[src/common/mem_macros.svh]
`ifndef MEM_MACROS_SVH
`define MEM_MACROS_SVH

// Core bus geometry
`define MEM_DATA_W 32
`define MEM_LANES 4

// Word index into the data RAM
`define RAM_ADDR_BITS 10

// Stream port count and the upper address field of their window
`define NUM_STREAMS 5
`define MMIO_BASE 26'h040_0000

// Timer width and the low slice used for the fast interrupt
`define IRQ_CNT_W 16
`define IRQ_FAST_BITS 13

`endif

[src/common/mem_pkg.sv]
`include "mem_macros.svh"

package mem_pkg;

  typedef logic [`MEM_DATA_W-1:0] word_t;  // One bus data word
  typedef logic [`MEM_LANES-1:0] strb_t;   // One bit per byte lane
  typedef logic [2:0] port_idx_t;          // Stream port number 0..4

  // Access class picked by the decoder
  typedef enum logic [1:0] {
    REG_RAM,
    REG_TX,
    REG_RX
  } region_e;

  // One address seen as a RAM word pointer or as a stream register
  typedef union packed {
    struct packed {
      logic [`MEM_DATA_W-`RAM_ADDR_BITS-3:0] tag;  // Ignored, RAM is aliased
      logic [`RAM_ADDR_BITS-1:0] index;            // Word index
      logic [1:0] offset;                          // Byte within word
    } ram;
    struct packed {
      logic [25:0] base;    // Must equal MMIO_BASE
      logic [3:0] reg_idx;  // Odd for RX, even for TX
      logic [1:0] offset;   // Byte within word
    } mmio;
  } mem_addr_u;

endpackage

[src/design/irq_timer.sv]
`timescale 1ns/100ps

`include "mem_macros.svh"

module irq_timer (
  input  logic            clk,
  input  logic            resetn,
  output mem_pkg::word_t  irq
);

  logic [`IRQ_CNT_W-1:0] count_cycle;  // Free-running cycle count

  always_ff @(posedge clk) begin
    if (!resetn) begin
      count_cycle <= '0;
    end else begin
      count_cycle <= count_cycle + 1'b1;  // Wraps silently
    end
  end

  always_comb begin
    irq = '0;                                      // Unused lines stay quiet
    irq[4] = &count_cycle[`IRQ_FAST_BITS-1:0];     // Every 8192 cycles
    irq[5] = &count_cycle;                         // Every full wrap
  end

endmodule

[config.mk]
export PLATFORM = sky130hd
export DESIGN_NAME = irq_timer
export DESIGN_NICKNAME = d
export VERILOG_FILES = /design/src/common/mem_pkg.sv /design/src/design/irq_timer.sv
export VERILOG_INCLUDE_DIRS = /design/src /design/src/common
export SDC_FILE = /design/constraint.sdc
export NUM_CORES = 1
export LEC_CHECK = 0
export BUFFER_PORTS_ARGS = -buffer_cell sky130_fd_sc_hd__buf_4
export CAP_MARGIN = 20
export CORE_ASPECT_RATIO = 0.6
export CORE_UTILIZATION = 45
export DETAILED_ROUTE_END_ITERATION = 8
export HOLD_SLACK_MARGIN = 0.08
export PLACE_DENSITY = 0.83
export SYNTH_ARGS = -nofsm -noshare
export SYNTH_HDL_FRONTEND = slang
export SYNTH_SLANG_ARGS = --single-unit
[constraint.sdc]
create_clock -name clk -period 2.08 [get_ports clk]
set_input_delay 0.312 -clock clk [delete_from_list [all_inputs] [get_ports clk]]
set_output_delay 0.312 -clock clk [all_outputs]
set_load 0.005 [all_outputs]
After elaboration in Yosys (flattened, before gate mapping)
Cells that the tools add are included.
- add/sub/neg operators: 1
- reductions and logical operators: 2
- operator list (operator ; count):
    adder 16 x 1 -> 16 bit, second input constant ; 1
    AND reduction 16 bit ; 1
    AND reduction 13 bit ; 1
- output and inout port bits: 32
- logic and storage cells: 4
- bits in registers: 16
- input port bits: 2

Logic depth before layout (Yosys ltp)
Gate-level depths: netlist of run 1.
- word-level depth: 1
- mapped depth: 5
- mapped depth without buffers: 4

Least setup slack after synthesis of run 1
No wires, ideal clock.
- kind: flip-flop to output port
- start: register count_cycle[0]
- end: output irq[5]
- cell stages (with the launch flop): 6
- data required time: 1.768 ns
- slack: 0.523 ns
- arrival: 1.245 ns
- path buffers: 1
- cells stage by stage: dfxtp_1 -> ha_1 -> nand3_2 -> buf_4 -> nor4_1 -> and2_1
- word-level cells in the longest chain between the ends: 1
- RTL lines (what ; RTL line ; text):
    from (decl) ; irq_timer.sv:11 ; logic [`IRQ_CNT_W-1:0] count_cycle;
    from (signal assigned) ; irq_timer.sv:17 ; count_cycle <= count_cycle + 1'b1;
    AND reduction 16 bit ; irq_timer.sv:24 ; irq[5] = &count_cycle;
    to (decl) ; irq_timer.sv:8 ; output mem_pkg::word_t irq
Every way passes these cells.

Final worst setup path of run 1
- start: register count_cycle[0]
- end: output irq[4]
- word-level cells in the longest chain between the ends: 1
- RTL lines (what ; RTL line ; text):
    AND reduction 13 bit ; irq_timer.sv:23 ; irq[4] = &count_cycle[`IRQ_FAST_BITS-1:0];
Every way passes these cells.

==> results.cfg, run 1 <==
[global_routing]
first_global_vias = 574
grt_first_pass_wirelength_um = 2497
grt_use_total_pct = 14.55
antenna_found_initial = 0
grt_max_degree = 16
overflow = 0

[critical_path]
crit_path_max_fanout = 12
path_cells = ha_2 -> nand3_4 -> nor4_1 -> buf_4
crit_required_ns = 1.77
crit_path_end_kind = output pin
max_stage_delay_ns = 0.39
cp_num_buf_inv = 1
slowest_stage = dfxtp_2
cp.arrival_ns = 1.63
start_kind = flop
cp_top_family = simple AND/OR/NAND/NOR gates
crit_type = reg -> out

[detailed_routing]
vias = 672
ant_nets = 0
viasPerCell = 4.667
totalWireLength_um = 1535
drc_errors = 0
wl_per_cell_um = 10.66
drtIter0Drc = 12
drt_first_pass_iters = 4

[sta]
layout_setup_ws_ns = 0.1389
hold_violations = 0
fin_tns_setup_ns = 0
fmax_mhz = 515.2
rsz0062_at_grt = no
report.final.slew_viol_count = 0
period_needed_ns = 1.941
skew_ns = 0.001971
setup-violations-final = 0
finalCritPeriodShare_pct = 93.32

[placement]
place_ws_ns = 0.2825
gp_congestion = 0.7450
placed_area_um2 = 914.6
numPortBuffers = 3
dp_cells = 140
hpwl_um = 1139

[clock_tree]
cts_hold_repair.buffers = 0
cts_num_sinks = 16
clk_pin_slew_ns = 0.09
post-cts-setup-buffer-count = 0
clock_latency_ns = 0.29
cts_max_path_buffers = 2
tritoncts = built
cts_made_buffers = 3
htreeDepth = 1
cts_root_buf = clkbuf_4

[outcome]
status = finished clean

[synth]
synth_compound_area_share_pct = 9.102
syn_inst = 113
yosys.area_share.simple_pct = 25.28
synth_area_um2 = 989.7
ys_seq_area_share_pct = 32.36
synth-seq-cells = 16
synth_xor_area_share_pct = 2.655
yosysUniqueCellTypes = 25
synth_top_family_by_area = buffers and inverters
syn_area_per_cell_um2 = 8.758
synthAdderAreaFrac_pct = 1.264
yosys_warnings = 0
synthMuxAreaShare_pct = 3.034

[finish]
top_register = count_cycle
final_cell_area_um2 = 972.2
largest_reg_flops = 16
diodes = 0
final_cells = 144
layout.nets = 120
layout-drive-gt1-share_pct = 14.66
reg_top3 = count_cycle: 16 flops
nFillCells = 205
synthToLayoutAreaGrowth_pct = -1.770
fin_util_pct = 49.81
multi_input_area_um2 = 540.5
seq_area_um2 = 322.8

[floorplan]
fp.dieW_um = 62.55
fp.coreArea_mm2 = 0.001952
die_area_mm2 = 0.002397
start_util_pct = 50.71
die_y_um = 38.33
pin_count = 34
rows = 12

[power_and_ir_drop]
power_density_mw_per_mm2 = 576.5
p_leak_uw = 0.0003748
ir_drop_mv = 0.3388

[worst_hold_path]
hp-class = in -> reg

[flow_run]
drv_cap = 0
[per-stage QoR]
step / total power (µW) / hold slack [ns]
finish: 560.4 / 0.2748
global route: 584.1 / 0.2829
CTS: 566.5 / 0.2654
detailed placement: 354.3 / 0.4657
global placement: 352.2 / 0.4558
floorplan: 388.1 / 0.4337
[cells in the final DEF (no fill, tap or decap), drive strengths merged]
cell,synthesis,layout
nand2b,3,3
inv,4,4
nand4,3,3
and2,2,2
or3,4,4
ha,1,1
dfxtp,16,16
a21oi,8,8
buf,32,3
xor2,1,1
nand2,6,6
or4,4,4
conb,1,30
o21ai,4,4
clkbuf,1,4
xnor2,2,2
o31ai,4,4
nand3,5,5
mux2i,3,3
nor2,4,4
nor4,5,5
[where the power goes]
group          total [µW]  internal [µW]  switching, µW
combinational        30.5           7.67           22.8
sequential            320            312           8.04
clock                 210            107            103
[worst paths after layout]
kind / depth (start not counted) / from / to / slack [ns]
setup / recovery: 4 / count_cycle[0] / irq[4] / 0.14
hold / removal: 2 / resetn / count_cycle[1] / 0.27
setup reg to reg: 4 / count_cycle[0] / count_cycle[10] / 0.48
hold reg to reg: 2 / count_cycle[15] / count_cycle[15] / 0.48
[synthesized netlist by cell type]
| library cell | number | area share (%) |
|---|---|---|
| ha_1 | 1 | 1.3 |
| nor4_2 | 3 | 3.8 |
| mux2i_1 | 3 | 3.0 |
| buf_2 | 1 | 0.51 |
| nor4_1 | 2 | 1.3 |
| conb_1 | 1 | 0.38 |
| and2_1 | 2 | 1.3 |
| nand3_2 | 1 | 1.0 |
| or3_1 | 4 | 2.5 |
| nand4_4 | 1 | 2.1 |
| nand2_1 | 6 | 2.3 |
| o31ai_1 | 4 | 3.0 |
| o21ai_0 | 4 | 2.0 |
| buf_4 | 31 | 24 |
| nand3_1 | 4 | 2.0 |
| xnor2_1 | 2 | 1.8 |
| nor2_1 | 4 | 1.5 |
| nand2b_1 | 3 | 1.9 |
| dfxtp_1 | 16 | 32 |
| inv_1 | 4 | 1.5 |
| xor2_1 | 1 | 0.89 |
| clkbuf_1 | 1 | 0.38 |
| or4_1 | 4 | 3.0 |
| a21oi_1 | 8 | 4.0 |
| nand4_2 | 2 | 2.5 |
[timing repair]
item | 4_1_cts | 5_1_grt
gates resized for setup | 1 | 4
gates cloned | 0 | 0
endpoints found under the setup margin | 2 | 2
pin swaps | 0 | 0
[logic make-up after synthesis]
kind of cell / after synthesis
buffers and inverters: 37
AO/OA/AOI/OAI: 16
flip-flops: 16
XOR/XNOR: 3
AND/OR/NAND/NOR: 36
adder cells (fa/ha/maj): 1
other: 1
multiplexers: 3
[metal layers]
metal	vias up	GRT usage, %	wire length, µm
met4	0	6.395	21
met2	27	26.63	769
li1	338	-	-
met1	303	14.59	637
met5	-	0	0
met3	4	7.143	107
[cell type report]
class | instances | area share [%]
multi-input combinational | 89 | 55.60
sequential | 16 | 33.20
inverter | 4 | 1.544
tap | 28 | 3.604
timing repair buffer | 3 | 2.317
clock buffer | 4 | 3.732
Power figures use the tool's default switching activity.
==> inputs of run 2 (changes only) <==
- clock period: 2.08 -> 2.15 ns (I/O delays scaled with it)
==> results.cfg, run 2 (synthesis results as in run 1) <==
[floorplan]
die_area_mm2 = 0.002397
start_util_pct = 50.71
fp.dieW_um = 62.55
die_y_um = 38.33
rows = 12
pin_count = 34
fp.coreArea_mm2 = 0.001952

[finish]
seq_area_um2 = 321.6
final_common_cell = conb_1
layout_common_cells = conb_1 (30), dfxtp_1 (15), a21oi_1 (8), nand2_1 (6)
largest_reg_flops = 16
final_cells = 144
multi_input_area_um2 = 531.8
layout.nets = 120
diodes = 0
layout-drive-gt1-share_pct = 13.79
final_cell_area_um2 = 962.2
top_register = count_cycle
reg_top3 = count_cycle: 16 flops
nFillCells = 204
synthToLayoutAreaGrowth_pct = -2.781

[detailed_routing]
wl_per_cell_um = 10.63
drtIter0Drc = 11
vias = 680
drc_errors = 0
totalWireLength_um = 1531
viasPerCell = 4.722
ant_nets = 0
drt_first_pass_iters = 4

[placement]
dp_cells = 140
place_ws_ns = 0.3420
numPortBuffers = 3
placed_area_um2 = 914.6
hpwl_um = 1139
gp_congestion = 0.7450

[clock_tree]
clk_pin_slew_ns = 0.09
cts_root_buf = clkbuf_4
cts_max_path_buffers = 2
cts_hold_repair.buffers = 0
post-cts-setup-buffer-count = 0
cts_num_sinks = 16
htreeDepth = 1
cts_made_buffers = 3
tritoncts = built
clock_latency_ns = 0.29

[critical_path]
cp.arrival_ns = 1.67
crit_type = reg -> out
startpoint = count_cycle[1]
timing.rr.start = count_cycle[1]
crit_path_max_fanout = 12
crit_path_end_kind = output pin
start_kind = flop
crit_required_ns = 1.83

[power_and_ir_drop]
p_leak_uw = 0.0003677
power_density_mw_per_mm2 = 564.3
ir_drop_mv = 0.3338

[sta]
finalCritPeriodShare_pct = 92.89
fmax_mhz = 500.7
rsz0062_at_grt = no
hold_violations = 0
whs_ns = 0.2867
skew_ns = 0.001711
report.final.slew_viol_count = 0
period_needed_ns = 1.997
fin_tns_setup_ns = 0
setup-violations-final = 0
layout_setup_ws_ns = 0.1528

[global_routing]
first_global_vias = 564
grt_first_pass_wirelength_um = 2442
antenna_found_initial = 0
grt_max_degree = 16
overflow = 0
grt_use_total_pct = 14.34

[worst_hold_path]
min_from = resetn
hp-class = in -> reg

[flow_run]
drv_cap = 0

[outcome]
status = finished clean
run 2: changes by cell type in the layout (fill, tap and decap cells not counted):
cell	previous run	this run
dfxtp_1	14	15
nand4_2	1	2
dfxtp_2	2	1
nand4_4	2	1
run 2: path summary, 6_finish.rpt:
kind                      to  depth (start not counted)  slack (ns)
min           count_cycle[1]                          2        0.29
max                   irq[4]                          4        0.15
max reg2reg  count_cycle[10]                          4        0.51
min reg2reg  count_cycle[15]                          2        0.48
run 2: through the flow:
| step | util, % | power [µW] |
|---|---|---|
| after floorplan | - | 375.5 |
| after global placement | 46.86 | 340.8 |
| after detailed placement | 46.86 | 342.8 |
| after CTS | 48.72 | 547.1 |
| after global routing | 49.29 | 564.6 |
| final | 49.29 | 543.0 |
run 2: per-layer routing:
metal	vias up	routed length (µm)	global-route usage [%]	share of wire, %
met3	4	105	7.143	6.9
li1	337	-	-	-
met1	314	638	14.59	42
met5	-	0	0	0
met2	25	766	25.82	50
met4	0	21	6.395	1.4
run 2: area by class of cell:
| cell class | count | area share, % |
|---|---|---|
| Tap cell | 28 | 3.641 |
| Sequential cell | 16 | 33.42 |
| Timing Repair Buffer | 3 | 2.341 |
| Multi-Input combinational cell | 89 | 55.27 |
| Inverter | 4 | 1.560 |
| Clock buffer | 4 | 3.771 |
run 2: power breakdown:
part           internal (µW)  switching (µW)
Combinational           7.42            22.0
Clock                    103             101
Sequential               301            7.81
run 2: timing repair:
action / 4_1_cts / 5_1_grt
gates resized for setup: 0 / 3
endpoints found under the setup margin: 0 / 2
endpoints found under the hold margin: 0 / 0
run 2: critical path, stage by stage (launching register included):
cell,delay [ns]
dfxtp_1,0.42
ha_2,0.25
nand3_4,0.15
nor4_1,0.38
buf_4,0.18
==> inputs of run 3 (changes only) <==
- ABC_AREA: unset -> 1
==> results.cfg, run 3 <==
[finish]
top_register = count_cycle
nFillCells = 216
layout_common_cells = conb_1 (30), nand2_1 (29), nor2_1 (22), inv_1 (18), dfxtp_1 (16)
layout.nets = 155
layout-drive-gt1-share_pct = 6.000
reg_top3 = count_cycle: 16 flops
largest_reg_flops = 16
final_common_cell = conb_1
final_cell_area_um2 = 979.7
diodes = 0
final_cells = 178
synthToLayoutAreaGrowth_pct = -2.125

[placement]
dp_cells = 175
numPortBuffers = 3
gp_congestion = 0.8388
hpwl_um = 1428
placed_area_um2 = 938.4

[synth]
yosysUniqueCellTypes = 21
syn_inst = 146
ys.flop_type = dfxtp_1
synth_area_mm2 = 0.001001
synthTopCellsByCount = buf_4 (30), nand2_1 (29), nor2_1 (22)
syn_area_per_cell_um2 = 6.856
synth_edf_count = 0
synth.most_common_cell = buf_4
ys_seq_area_share_pct = 32.00
yosysTopAreaCell = dfxtp_1
synth_top_area_share_pct = 32.00
yosys_warnings = 0
async_flop_share_pct = 0
ys_top_cells_by_area = dfxtp_1 (32%), buf_4 (23%), nand2_1 (11%)
synth-seq-cells = 16

[clock_tree]
cts_num_sinks = 16
cts_made_buffers = 3
cts_resized = 0
post-cts-setup-buffer-count = 0
htreeDepth = 1
tritoncts = built
cts_root_buf = clkbuf_8
clk_pin_slew_ns = 0.06
clock_latency_ns = 0.25
cts_hold_repair.buffers = 0
cts_max_path_buffers = 2

[critical_path]
crit_path_end_kind = output pin
cp.arrival_ns = 1.55
start_kind = flop
cp_num_buf_inv = 3
crit_path_max_fanout = 6
timing.critical_path.mode_cell = inv_1
cp_top_family = buffers and inverters
slowest_stage = dfxtp_1
path_cells = ha_1 -> nand3_1 -> inv_1 -> nand4_1 -> inv_1 -> buf_4
max_stage_delay_ns = 0.37
crit_required_ns = 1.83
crit_type = reg -> out

[flow_run]
drv_cap = 0

[detailed_routing]
wl_per_cell_um = 10.22
ant_nets = 0
drc_errors = 0
drt_first_pass_iters = 4
totalWireLength_um = 1820
drtIter0Drc = 52
vias = 786
viasPerCell = 4.416

[floorplan]
start_util_pct = 50.89
die_area_mm2 = 0.002423
pin_count = 34
rows = 12
fp.coreArea_mm2 = 0.001967
fp.dieW_um = 62.89
die_y_um = 38.53

[sta]
fmax_mhz = 535.3
report.final.slew_viol_count = 0
hold_violations = 0
skew_ns = 0.004482
setup-violations-final = 0
finalCritPeriodShare_pct = 86.90
period_needed_ns = 1.868
fin_tns_setup_ns = 0
rsz0062_at_grt = no

[global_routing]
grt_first_pass_wirelength_um = 2967
antenna_found_initial = 0
grt_max_degree = 12
grt_use_total_pct = 17.14
first_global_vias = 677
overflow = 0

[power_and_ir_drop]
p_leak_uw = 0.0004683
ir_drop_mv = 0.2494
power_density_mw_per_mm2 = 575.9

[outcome]
status = finished clean

[worst_hold_path]
hp-class = in -> reg
[run 3: changes by cell type after synthesis, moves of 3 or more]
cell and change:
nor2_1 +18, o31ai_1 -4, nand2b_1 -3, nor4_2 -3
inv_1 +14, a21oi_1 -3, or4_1 -4, or3_1 -4
nand2_1 +23, mux2i_1 -3
[run 3: power breakdown]
| part | internal, µW | total (µW) | switching [µW] |
|---|---|---|---|
| Combinational | 7.86 | 32.3 | 24.4 |
| Sequential | 301 | 306 | 4.86 |
| Clock | 124 | 226 | 101 |
[run 3: metrics by stage]
| stage | power (µW) | hold slack [ns] | setup WS (ns) | util (%) |
|---|---|---|---|---|
| floorplan | 378.2 | 0.4297 | 0.8521 | - |
| global placement | 342.9 | 0.4438 | 0.6848 | 47.71 |
| detailed placement | 344.0 | 0.4629 | 0.5606 | 47.71 |
| CTS | 569.5 | 0.3503 | 0.2845 | 49.81 |
| global route | 594.7 | 0.3646 | 0.1337 | 49.81 |
| finish | 564.2 | 0.3570 | 0.2817 | 49.81 |
[run 3: logic make-up (layout without fill, tap and decap cells)]
logic type               after synthesis  count (layout)  synth area share, %
flip-flops                            16              16                32.00
XOR/XNOR                               3               3                2.625
other                                  1              30               0.3746
AO/OA/AOI/OAI                         13              13                7.624
buffers and inverters                 49              24                29.62
AND/OR/NAND/NOR                       63              63                26.50
adder cells (fa/ha/maj)                1               1                1.250
[run 3: worst reg2reg max path, cell delays in order, from the launching register on]
cell and delay (ns):
dfxtp_1 0.37, ha_1 0.20, nand3_1 0.11, inv_1 0.17
nand4_1 0.18, inv_1 0.15, nor2_1 0.06
[run 3: cell type report]
type	instances	area, µm²	area share, %
Multi-Input combinational cell	110	493.0	50.32
Sequential cell	16	320.3	32.69
Inverter	18	67.56	6.897
Clock buffer	3	41.29	4.215
Tap cell	28	35.03	3.576
Timing Repair Buffer	3	22.52	2.299
[run 3: path summary, 6_finish.rpt]
kind | slack [ns] | depth (start not counted) | end | startpoint
setup / recovery | 0.28 | 6 | irq[4] | count_cycle[0]
hold / removal | 0.36 | 3 | count_cycle[1] | resetn
setup reg to reg | 0.81 | 6 | count_cycle[12] | count_cycle[0]
hold reg to reg | 0.48 | 1 | count_cycle[0] | count_cycle[0]
[run 3: per-layer routing]
| layer | wire, µm | vias up | track usage [%] | share of wire, % |
|---|---|---|---|---|
| met5 | 0 | - | 0 | 0 |
| met4 | 0 | 0 | 5.814 | 0 |
| met3 | 148 | 0 | 8.333 | 8.1 |
| met2 | 844 | 31 | 29.30 | 46 |
| met1 | 827 | 359 | 19.01 | 45 |
| li1 | - | 396 | - | - |
